<file path="config.mk">
export PLATFORM = sky130hd
export DESIGN_NAME = zx_ports
export DESIGN_NICKNAME = d
export VERILOG_FILES = /design/src/rtl/xt_regs_pkg.sv /design/src/rtl/zbus_pkg.sv /design/src/rtl/zx_ports.sv /design/src/rtl/wait_fsm.sv /design/src/rtl/periph_ports.sv /design/src/rtl/xt_regfile.sv /design/src/rtl/port_decode.sv
export VERILOG_INCLUDE_DIRS = /design/src /design/src/rtl
export SDC_FILE = /design/constraint.sdc
export NUM_CORES = 1
export LEC_CHECK = 0
export BUFFER_PORTS_ARGS = -buffer_cell sky130_fd_sc_hd__buf_2
export CAP_MARGIN = 15
export CORE_UTILIZATION = 40
export CTS_CLUSTER_SIZE = 40
export DETAILED_ROUTE_END_ITERATION = 16
export SLEW_MARGIN = 20
export SYNTH_ARGS = -nofsm -noshare
export SYNTH_HDL_FRONTEND = slang
export SYNTH_SLANG_ARGS = --single-unit
</file>
<file path="constraint.sdc">
create_clock -name clk -period 7 [get_ports clk]
set_input_delay 1.4 -clock clk [delete_from_list [all_inputs] [get_ports clk]]
set_output_delay 1.4 -clock clk [all_outputs]
set_load 0.02 [all_outputs]
</file>
<file path="src/rtl/zx_ports_defines.svh">
// port block constants: port addresses, #nnAF register numbers, reset values
`ifndef ZX_PORTS_DEFINES_SVH
`define ZX_PORTS_DEFINES_SVH

// low byte of the port address
`define ZXP_PORT_FE     8'hFE
`define ZXP_PORT_FD     8'hFD
`define ZXP_PORT_XT     8'hAF
`define ZXP_PORT_F7     8'hF7
// serial ports live at #F8EF..#FFEF
`define ZXP_PORT_COM    8'hEF
`define ZXP_PORT_SDCFG  8'h77
`define ZXP_PORT_SDDAT  8'h57

// high byte of #nnAF, the register number
`define ZXP_REG_RAMPAGE   8'h10
`define ZXP_REG_SYSCONF   8'h20
`define ZXP_REG_MEMCONF   8'h21
`define ZXP_REG_INTMASK   8'h2A
`define ZXP_REG_CACHECONF 8'h2B
// dma wait-address register
`define ZXP_REG_WAITADR   8'h2D

// values after reset
`define ZXP_RST_MEMCONF   8'h04
`define ZXP_RST_RAMPAGE0  8'h00
`define ZXP_RST_RAMPAGE1  8'h05
`define ZXP_RST_RAMPAGE2  8'h02
`define ZXP_RST_RAMPAGE3  8'h00
`define ZXP_RST_INTMASK   8'h01

`endif
</file>
<file path="src/rtl/xt_regs_pkg.sv">
// register-side types: memory configuration state and decoded port hits
`default_nettype none

package xt_regs_pkg;

  typedef struct packed {
    logic [3:0][7:0] rampage;   // pages #10..#13
    logic [7:0]      memconf;
    logic [7:0]      sysconf;
    logic [3:0]      cacheconf;
    logic [7:0]      intmask;
  } mem_cfg_t;

  // address match flags, dos and lock rules not applied here
  typedef struct packed {
    logic       fe;
    logic       xt;
    logic       p7ffd;
    logic       sdcfg;
    logic       sddat;
    logic       f7;         // xxF7 with a8 high
    logic       com;
    logic [7:0] hoa;        // high address byte
  } port_hit_t;

endpackage

`default_nettype wire

</file>
<file path="src/rtl/zbus_pkg.sv">
// bus-side types: one port access and one wait-channel transfer
`default_nettype none

package zbus_pkg;

  // single bus access, strobes last one cycle
  typedef struct packed {
    logic [15:0] address;
    logic [7:0]  data;    // write data
    logic        rd;
    logic        wr;
  } acc_t;

  // request presented to the wait agent
  typedef struct packed {
    logic [7:0] addr;
    logic [7:0] data;
    logic       write;
    logic       com;      // serial port, else gluclock
  } wait_req_t;

endpackage

`default_nettype wire

</file>
<file path="src/rtl/zx_ports.sv">
// I/O port block top, connects decoder, register file, peripherals and wait FSM
`default_nettype none

module zx_ports (
  input  logic                  clk,
  input  logic                  rst,
  input  zbus_pkg::acc_t        acc,
  input  logic                  dos,
  input  logic                  opfetch,
  input  logic [4:0]            keys_in,
  input  logic                  tape_read,
  input  logic [7:0]            sd_dataout,
  input  logic                  ack,
  input  logic [7:0]            wait_read,
  output logic [7:0]            dout,
  output logic                  porthit,
  output xt_regs_pkg::mem_cfg_t mem_cfg,
  output logic                  sd_cs_n,
  output logic                  sd_start,
  output logic [7:0]            sd_datain,
  output zbus_pkg::wait_req_t   wait_req,
  output logic                  req,
  output logic                  busy
);

  import xt_regs_pkg::*;

  port_hit_t  hit;
  logic       lock48;
  logic       xt_wr, p7ffd_wr, sdcfg_wr, sdsta;
  logic       f7_wr, f7_rd, com_wr, com_rd;
  logic       gluclock_on;
  logic [7:0] wait_data;   // last byte read from the agent

  port_decode decode_i (.acc, .dos, .lock48, .hit, .porthit, .xt_wr, .p7ffd_wr,
    .sdcfg_wr, .sdsta, .f7_wr, .f7_rd, .com_wr, .com_rd);

  xt_regfile regfile_i (.clk, .rst, .acc, .hit, .xt_wr, .p7ffd_wr, .opfetch,
    .mem_cfg, .lock48);

  periph_ports periph_i (.clk, .rst, .acc, .hit, .sdcfg_wr, .sdsta, .f7_wr, .dos,
    .keys_in, .tape_read, .sd_dataout, .mem_cfg, .wait_data, .sd_cs_n, .sd_start,
    .sd_datain, .gluclock_on, .dout);

  wait_fsm wait_i (.clk, .rst, .acc, .hit, .f7_wr, .f7_rd, .com_wr, .com_rd, .xt_wr,
    .gluclock_on, .wait_req, .req, .busy, .ack, .wait_read, .wait_data);

endmodule

`default_nettype wire

</file>
<file path="src/rtl/wait_fsm.sv">
// wait-port FSM, runs gluclock and serial transfers over a four-phase req/ack
`default_nettype none

`include "zx_ports_defines.svh"

module wait_fsm (
  input  logic                   clk,
  input  logic                   rst,
  input  zbus_pkg::acc_t         acc,
  input  xt_regs_pkg::port_hit_t hit,
  input  logic                   f7_wr,
  input  logic                   f7_rd,
  input  logic                   com_wr,
  input  logic                   com_rd,
  input  logic                   xt_wr,
  input  logic                   gluclock_on,
  output zbus_pkg::wait_req_t    wait_req,
  output logic                   req,
  output logic                   busy,
  input  logic                   ack,
  input  logic [7:0]             wait_read,
  output logic [7:0]             wait_data
);

  import zbus_pkg::*;

  typedef enum logic [1:0] {ST_IDLE, ST_REQUEST, ST_ACK_LOW, ST_DONE} state_t;

  state_t     state;
  logic [7:0] glu_addr;
  logic       glu_start;
  logic       com_start;
  logic       start;
  wait_req_t  next_req;

  assign glu_start = gluclock_on && !acc.address[14] && (f7_wr || f7_rd);  // #BFF7
  assign com_start = com_wr || com_rd;
  // strobes while busy are dropped
  assign start = (glu_start || com_start) && (state == ST_IDLE || state == ST_DONE);

  always_comb
  begin
    next_req.addr  = com_start ? hit.hoa : glu_addr;
    next_req.data  = acc.data;
    next_req.write = f7_wr || com_wr;
    next_req.com   = com_start;
  end

  // gluclock register number, via #DFF7 or the dma wait-address register
  always_ff @(posedge clk)
  begin
    if (gluclock_on && f7_wr && !acc.address[13])
      glu_addr <= acc.data;
    else if (xt_wr && (hit.hoa == `ZXP_REG_WAITADR))
      glu_addr <= acc.data;
  end

  always_ff @(posedge clk)
  begin
    if (rst)
      state <= ST_IDLE;
    else
      case (state)
        ST_IDLE, ST_DONE: state <= start ? ST_REQUEST : ST_IDLE;
        ST_REQUEST:       if (ack) state <= ST_ACK_LOW;
        ST_ACK_LOW:       if (!ack) state <= ST_DONE;   // agent released, done next
        default:          state <= ST_IDLE;
      endcase
  end

  always_ff @(posedge clk)
  begin
    if (start)
      wait_req <= next_req;   // held until the next start
    if (state == ST_REQUEST && ack && !wait_req.write)
      wait_data <= wait_read;
  end

  assign req  = (state == ST_REQUEST);
  assign busy = (state == ST_REQUEST) || (state == ST_ACK_LOW);

endmodule

`default_nettype wire

</file>
<file path="src/rtl/periph_ports.sv">
// keyboard/tape, Z-controller SD and #EFF7 ports, plus the port read multiplexer
`default_nettype none

`include "zx_ports_defines.svh"

module periph_ports (
  input  logic                   clk,
  input  logic                   rst,
  input  zbus_pkg::acc_t         acc,
  input  xt_regs_pkg::port_hit_t hit,
  input  logic                   sdcfg_wr,
  input  logic                   sdsta,
  input  logic                   f7_wr,
  input  logic                   dos,
  input  logic [4:0]             keys_in,
  input  logic                   tape_read,
  input  logic [7:0]             sd_dataout,
  input  xt_regs_pkg::mem_cfg_t  mem_cfg,
  input  logic [7:0]             wait_data,
  output logic                   sd_cs_n,
  output logic                   sd_start,
  output logic [7:0]             sd_datain,
  output logic                   gluclock_on,
  output logic [7:0]             dout
);

  logic glu_en;   // #EFF7 bit 7, the only bit kept

  always_ff @(posedge clk)
  begin
    if (rst)
    begin
      sd_cs_n <= 1'b1;
      glu_en  <= 1'b0;
    end
    else
    begin
      if (sdcfg_wr)
        sd_cs_n <= ~acc.data[2];
      if (f7_wr && !acc.address[12])   // #EFF7
        glu_en <= acc.data[7];
    end
  end

  // gluclock stays reachable in dos
  assign gluclock_on = glu_en || dos;

  assign sd_start  = sdsta;
  assign sd_datain = acc.wr ? acc.data : 8'hFF;   // reads clock out FF

  always_comb
  begin
    dout = 8'hFF;
    if (hit.fe)
      dout = {1'b1, tape_read, 1'b0, keys_in};
    else if (hit.xt)
    begin
      if ((hit.hoa & 8'hFC) == `ZXP_REG_RAMPAGE)
        dout = mem_cfg.rampage[hit.hoa[1:0]];
    end
    else if (hit.sdcfg)
      dout = 8'h00;   // card present, not write protected
    else if (hit.sddat)
      dout = sd_dataout;
    else if (hit.f7)
    begin
      if (!acc.address[14] && gluclock_on)   // #BFF7 data
        dout = wait_data;
    end
    else if (hit.com)
      dout = wait_data;
  end

endmodule

`default_nettype wire

</file>
<file path="src/rtl/xt_regfile.sv">
// extended #nnAF register file plus #7FFD paging with lock-128/lock-48 modes
`default_nettype none

`include "zx_ports_defines.svh"

module xt_regfile (
  input  logic                   clk,
  input  logic                   rst,
  input  zbus_pkg::acc_t         acc,
  input  xt_regs_pkg::port_hit_t hit,
  input  logic                   xt_wr,
  input  logic                   p7ffd_wr,
  input  logic                   opfetch,
  output xt_regs_pkg::mem_cfg_t  mem_cfg,
  output logic                   lock48
);

  logic [7:0] d;
  logic [1:0] lock_mode;   // memconf[7:6]
  logic       m1_lock;     // last opcode had bits 7 and 6 equal
  logic       lock128;
  logic [7:0] page3_next;

  assign d         = acc.data;
  assign lock_mode = mem_cfg.memconf[7:6];

  // mode 1 always locks, mode 2 locks by the fetched opcode
  assign lock128 = (lock_mode == 2'd2) ? m1_lock : (lock_mode == 2'd1);

  always_ff @(posedge clk)
  begin
    if (rst)
      m1_lock <= 1'b0;
    else if (opfetch)
      m1_lock <= (d[7] == d[6]);
  end

  always_comb
  begin
    if (lock_mode == 2'd3)
      page3_next = {2'b00, d[5], d[7:6], d[2:0]};   // 1M paging, bit 5 is a bank bit
    else
      page3_next = {3'b000, lock128 ? 2'b00 : d[7:6], d[2:0]};
  end

  always_ff @(posedge clk)
  begin
    if (rst)
    begin
      mem_cfg.rampage[0] <= `ZXP_RST_RAMPAGE0;
      mem_cfg.rampage[1] <= `ZXP_RST_RAMPAGE1;
      mem_cfg.rampage[2] <= `ZXP_RST_RAMPAGE2;
      mem_cfg.rampage[3] <= `ZXP_RST_RAMPAGE3;
      mem_cfg.memconf    <= `ZXP_RST_MEMCONF;
      mem_cfg.sysconf    <= 8'h00;              // 3.5 MHz
      mem_cfg.cacheconf  <= 4'h0;
      mem_cfg.intmask    <= `ZXP_RST_INTMASK;
      lock48             <= 1'b0;
    end
    else if (p7ffd_wr)
    begin
      mem_cfg.memconf[0] <= d[4];   // rom select
      mem_cfg.rampage[3] <= page3_next;
      if (lock_mode != 2'd3)
        lock48 <= d[5];
    end
    else if (xt_wr)
    begin
      if ((hit.hoa & 8'hFC) == `ZXP_REG_RAMPAGE)
        mem_cfg.rampage[hit.hoa[1:0]] <= d;

      case (hit.hoa)
        `ZXP_REG_SYSCONF:
        begin
          mem_cfg.sysconf   <= d;
          mem_cfg.cacheconf <= {4{d[2]}};   // cache follows sysconf by default
        end
        `ZXP_REG_MEMCONF:   mem_cfg.memconf   <= d;
        `ZXP_REG_CACHECONF: mem_cfg.cacheconf <= d[3:0];
        `ZXP_REG_INTMASK:   mem_cfg.intmask   <= d;
        default:            ;
      endcase
    end
  end

endmodule

`default_nettype wire

</file>
<file path="src/rtl/port_decode.sv">
// port address decoder, gives hit flags and qualified read/write strobes
`default_nettype none

`include "zx_ports_defines.svh"

module port_decode (
  input  zbus_pkg::acc_t       acc,
  input  logic                 dos,
  input  logic                 lock48,
  output xt_regs_pkg::port_hit_t hit,
  output logic                 porthit,
  output logic                 xt_wr,
  output logic                 p7ffd_wr,
  output logic                 sdcfg_wr,
  output logic                 sdsta,
  output logic                 f7_wr,
  output logic                 f7_rd,
  output logic                 com_wr,
  output logic                 com_rd
);

  logic [7:0] loa;
  logic       rdwr;

  assign loa  = acc.address[7:0];
  assign rdwr = acc.rd || acc.wr;

  always_comb
  begin
    hit.fe    = (loa == `ZXP_PORT_FE);
    hit.xt    = (loa == `ZXP_PORT_XT);
    hit.p7ffd = (loa == `ZXP_PORT_FD) && !acc.address[15];  // #FFFD is not paging
    hit.sdcfg = (loa == `ZXP_PORT_SDCFG);
    hit.sddat = (loa == `ZXP_PORT_SDDAT);
    hit.f7    = (loa == `ZXP_PORT_F7) && acc.address[8];
    hit.com   = (loa == `ZXP_PORT_COM);
    hit.hoa   = acc.address[15:8];
  end

  // SD and F7 ports are hidden while dos is active
  assign porthit = hit.fe || hit.xt || hit.p7ffd || hit.com
                || (!dos && (hit.sdcfg || hit.sddat || hit.f7));

  assign xt_wr    = hit.xt && acc.wr;
  assign p7ffd_wr = hit.p7ffd && acc.wr && !lock48;   // frozen in 48k mode
  assign sdcfg_wr = hit.sdcfg && acc.wr && !dos;
  assign sdsta    = hit.sddat && rdwr && !dos;         // any #57 access starts spi

  assign f7_wr  = hit.f7 && acc.wr && !dos;
  assign f7_rd  = hit.f7 && acc.rd && !dos;
  assign com_wr = hit.com && acc.wr;
  assign com_rd = hit.com && acc.rd;

endmodule

`default_nettype wire

</file>
* Word level (Yosys, flattened, before mapping)
Cells that the tools add are included.
** Operators by class
- Order comparisons :: 2
- Eq/ne operators :: 23
- Mux-type cells :: 32
- Bitwise operators :: 2
- Reduce and logical (&&, ||, !) cells :: 63
** Operators by type and width (number)
- $mux 8 :: 18
- $mux 60 :: 1
- $eq 8x6->1 const B :: 5
- $eq 8x8->1 const B :: 5
- $bwmux 32 :: 1
- $mux 32 :: 1
- $logic_and 1x1->1 :: 26
- $bmux 8 s2 :: 1
- $demux 8 s2 :: 1
- $eq 8x7->1 const B :: 2
- $reduce_and 3->1 :: 5
- $logic_or 1x1->1 :: 14
- $reduce_bool 2->1 :: 5
- $eq 2x2->1 const B :: 4
- $pmux 4 s2 :: 1
- $reduce_and 2->1 :: 4
- $logic_not 1->1 :: 7
- $eq 6x3->1 const B :: 1
- $mux 2 :: 3
- $mux 6 :: 1
- $ne 2x2->1 const B :: 3
- $pmux 2 s3 :: 1
- $eq 2x1->1 const B :: 2
- $lt 2x3->1 const B :: 1
- 6 further kinds :: 9
** Word-level totals
- Register bits after elaboration :: 100
- Input bits :: 53
- Output and inout port bits :: 99
- Logic and storage cells :: 142

* Longest topological paths before layout
- Depth in word-level cells :: 10
- Depth in mapped cells :: 7
- Mapped depth without buffers :: 6

* Cells and area by module
A second synthesis with hierarchy kept.
** Second synthesis, totals
- Cell total of the unflattened synthesis :: 436
- Area total of the unflattened synthesis :: 4722.0 µm²
** By module, submodules not included
- xt_regfile :: times used 1, cells an instance 245, area each 2514.9 µm², sequential area each 1241.2 µm²
- wait_fsm :: times used 1, cells an instance 71, area each 1317.5 µm², sequential area each 1061.0 µm²
- periph_ports :: times used 1, cells an instance 79, area each 619.3 µm², sequential area each 40.0 µm²
- port_decode :: times used 1, cells an instance 41, area each 270.3 µm², sequential area each 0.0 µm²

* Worst setup path after synthesis
No wires, ideal clock.
- Path kind :: input-to-output
- Start point :: in acc[18] (netlist bit)
- End point :: out dout[6]
- Data arrival time :: 3.158 ns
- Data required time :: 5.600 ns
- Slack :: 2.442 ns
- Stages :: 6
- Path buffers :: 2
- Path through :: buf_2 -> buf_1 -> mux4_2 -> or3_1 -> a22oi_1 -> o21ai_0
** Between the ends
- Word-level cells in the longest chain between the ends :: 6
- Elaborated cells between the ends (all ways) :: 9
- Classes of those cells :: mux: 8; reduce/logical: 1
** Ends and longest elaborated chain
- from (decl) :: RTL line zx_ports.sv:7 : input zbus_pkg::acc_t acc,
- $logic_and 1x1->1 :: RTL line port_decode.sv:35 : hit.f7 = (loa == `ZXP_PORT_F7) && acc.address[8];
- $mux 8 :: RTL line periph_ports.sv:65 : else if (hit.f7)
- $mux 8 :: RTL line periph_ports.sv:63 : else if (hit.sddat)
- $mux 8 :: RTL line periph_ports.sv:61 : else if (hit.sdcfg)
- $mux 8 (*) :: RTL line periph_ports.sv:56 : else if (hit.xt)
- $mux 8 (*) :: RTL line periph_ports.sv:54 : if (hit.fe)
- to (decl) :: RTL line zx_ports.sv:15 : output logic [7:0] dout,
Mark *: on every way between the ends. The rest lies on a longest branch, timed or not. The select of a mux whose other input is x is not followed.

* Worst setup path after layout
- Start point :: in acc[18] (netlist bit)
- End point :: out dout[7]
Same word-level chain as after synthesis.

==> flow_summary_export.csv <==
group,metric,value,unit
place,io_buffer_count,151,
pwr,power.switching,0.000274,W
critical_path,cpMostUsedCell,"buf_2",
pwr,clockPowerShare,0.408,
place,gp_congestion,0.861,
yosys,yosys_warnings,0,
layout,n_fill_cell,1134,
global_route,grt-ovfl-total,0,
yosys,yosysSeqAreaShare,0.477,
pwr,p_int,0.000891,W
pwr,peakVddDrop,0.0962,mV
critical_path,path_class,"in -> out",
timing,finalCriticalPeriod,4.77,ns
timing,worst_slack,2.23,ns
yosys,synth_ff_type,"dfxtp_1",
floorplanning,boundaryPins,152,
place,dp_slack,2.26,ns
cts,cts_setup_buffers,0,
critical_path,crit_slowest_cell,"or4b_2",
routing,wl,15.5,mm
routing,post_drt_wl_per_cell,19.6,um
yosys,ys_seq_elements,100,
critical_path,arrival,3.37,ns
yosys,syn_avg_cell_area,9.33,um2
timing,setup_viol,0,
floorplanning,floorplan.initialDensity,0.410,
flow_run,maxCapViolations,0,
pwr,seq_power_share,0.514,
cts,cts_max_level,3,
timing,clock_skew,0.00642,ns
critical_path,rrSetupSlack,5.09,ns
global_route,grt_pass1_vias,4456,
pwr,p_leak,2.22,nW
yosys,synth_edf_count,34,
critical_path,worst_ep_required_time,5.60,ns
critical_path,critical-path-max-stage-delay,0.80,ns
timing,whs,0.470,ns
layout,antennaDiodeCount,0,
hold_path,hold_class,"reg -> reg",
routing,drt-vias-per-instance,5.91,
pwr,swShare,0.235,
timing,relSlewSlack,0.273,
critical_path,critPathMaxFanout,19,
floorplanning,dieHeight,113,um
cts,clock_latency,0.34,ns
floorplanning,fp.coreArea,0.0120,mm2
timing,hold_viol,0,
routing,dr_total_vias,4678,
cts,clkTransAtPathRegs,0.07,ns
yosys,synth.distinct_cells,51,
yosys,async_reset_ff_frac,0,
cts,postCtsHoldBufs,0,
layout,regArea,0.00234,mm2
critical_path,critPathLaunchType,"input port",
layout,synthToLayoutAreaGrowth,21.6,%
pwr,cellPowerDensity,195,mW/mm2
layout,post-route-util,0.499,
floorplanning,num_rows,40,
routing,drt_iter0_markers,348,
routing,dr.pass1.iters,5,
yosys,synthesis.instances,526,
cts,cts_resized,0,
timing,setup_tns,0,ns
timing,fmax,210,MHz
global_route,grt_max_degree,55,
pwr,combPwrFrac,0.077,
yosys,synth_nets,581,
critical_path,worst-path-buf-inv,2,
timing,slew_violations,0,
timing,rsz0062_at_grt,"no",
timing,finalCritPeriodShare,0.681,
critical_path,path_delay_family,"simple AND/OR/NAND/NOR gates",
global_route,grt.total_usage,0.245,
floorplanning,die_w,113,um
cts,numCtsBuffers,9,
layout,drive_above_1_share,0.302,
place,dpl.hpwl,10.8,mm
cts,cts_tree,"done",
routing,drc_errors,0,
layout,multi_input_area,0.00234,mm2
pwr,finalPower,0.00116,W
floorplanning,dieArea,0.0127,mm2
yosys,netlist_area,0.00491,mm2
cts,clk_path_buf_depth,2,
global_route,antenna_found_initial,0,
cts,cts.sinks,100,
cts,root_buffer,"clkbuf_16",
timing,tightest_slew,1.09,ns
layout,final_nets,695,
routing,drtAntennaViolNets,0,
critical_path,end_kind,"primary output",
critical_path,crit_chain,"buf_2, nand3_1, or4b_2, a21oi_1, o311ai_0, buf_2",
outcome,status,"finished, final reports clean",
global_route,grt_pass1_wl,24.1,mm
[layout by cell type (no fill, tap or decap), types with 8 or more instances in the layout]
cell type,n
nor2b_1,11
o21ai_0,63
edfxtp_1,34
inv_1,9
dfxtp_1,66
nor2_1,11
nand3_1,51
mux2_2,9
nand2_1,18
mux4_2,8
mux2i_1,9
clkbuf_16,10
buf_2,151
nand2b_1,11
a211oi_1,10
nand4_1,23
a21oi_1,55
[worst reg2reg max path, stage by stage (launching register included)]
cell,delay [ns]
dfxtp_1,0.34
inv_1,0.06
ha_1,0.30
inv_1,0.08
a21oi_2,0.74
[power groups by stage]
stage          clock network (W)  registers, W  logic [W]
4_1_cts                 0.000484      0.000599  0.0000892
5_1_grt                 0.000511      0.000599  0.0000962
3_5_place_dp                   0      0.000612  0.0000888
6_report                0.000476      0.000599  0.0000901
2_1_floorplan                  0      0.000612  0.0000486
3_3_place_gp                   0      0.000612  0.0000866
[Yosys cell counts (2+ instances only)]
cell type	n	area, um2
clkbuf_1	48	180
nor4b_1	2	17.5
nor3_1	3	15.0
and3_1	4	25.0
o21ai_1	4	20.0
or4_1	4	30.0
nor2_1	12	45.0
inv_1	9	33.8
buf_2	3	15.0
nor3b_1	5	37.5
mux2_2	9	101
nor2b_1	11	68.8
a21oi_1	56	280
a22oi_1	6	45.0
ha_1	2	25.0
nand4b_1	3	26.3
and4_1	2	17.5
nand2b_1	11	68.8
o211ai_1	4	30.0
or2_2	4	25.0
nor4_1	4	25.0
or4b_1	4	40.0
o21ai_0	63	315
and4b_1	2	20.0
nand3_1	51	255
mux2i_1	9	90.1
o31ai_1	3	22.5
a211oi_1	10	75.1
nand4_1	23	144
dfxtp_1	66	1320
a31oi_1	6	37.5
mux4_2	8	180
edfxtp_1	34	1020
or3_1	7	43.8
nand2_1	18	67.6
[metal layers]
layer	part of all wire	GRT usage	vias up
met5	0	0	-
met4	0.017	0.0773	0
met3	0.067	0.0487	25
met2	0.48	0.407	196
met1	0.43	0.322	2242
li1	-	-	2215
[sequential cells by signal, summed over array words and instances, names as in the netlist]
name               count
wait_i.state           2
wait_i.glu_addr        8
regfile_i.m1_lock      1
regfile_i.mem_cfg     60
wait_i.wait_req       18
wait_i.wait_data       8
periph_i.sd_cs_n       1
regfile_i.lock48       1
periph_i.glu_en        1
[kinds of logic after synthesis]
logic type	synth area share
flops	0.477
buf+inv	0.0474
mux	0.0757
xor+xnor	0.00179
compound gates	0.181
simple gates	0.212
fa+ha+maj	0.00510
[path summary, 6_finish.rpt]
path                         start                     to  cells past startpoint
max                        acc[18]                dout[7]                      6
min          regfile_i.mem_cfg[24]  regfile_i.mem_cfg[24]                      2
max reg2reg        wait_i.state[0]    wait_i.wait_req[10]                      4
min reg2reg  regfile_i.mem_cfg[24]  regfile_i.mem_cfg[24]                      2
[layout make-up]
| type | instances | share of cell area |
|---|---|---|
| Sequential cell | 100 | 0.393 |
| Multi-Input combinational cell | 365 | 0.392 |
| Clock inverter | 4 | 0.00336 |
| Tap cell | 147 | 0.0308 |
| Timing Repair Buffer | 155 | 0.132 |
| Clock buffer | 12 | 0.0438 |
| Inverter | 9 | 0.00566 |
[metrics by stage]
stage	std cells	cell area, um2
2_1_floorplan	526	4910
3_3_place_gp	776	5680
3_5_place_dp	776	5680
4_1_cts	792	5960
5_1_grt	792	5970
6_report	792	5970
Power figures use the tool's default switching activity.
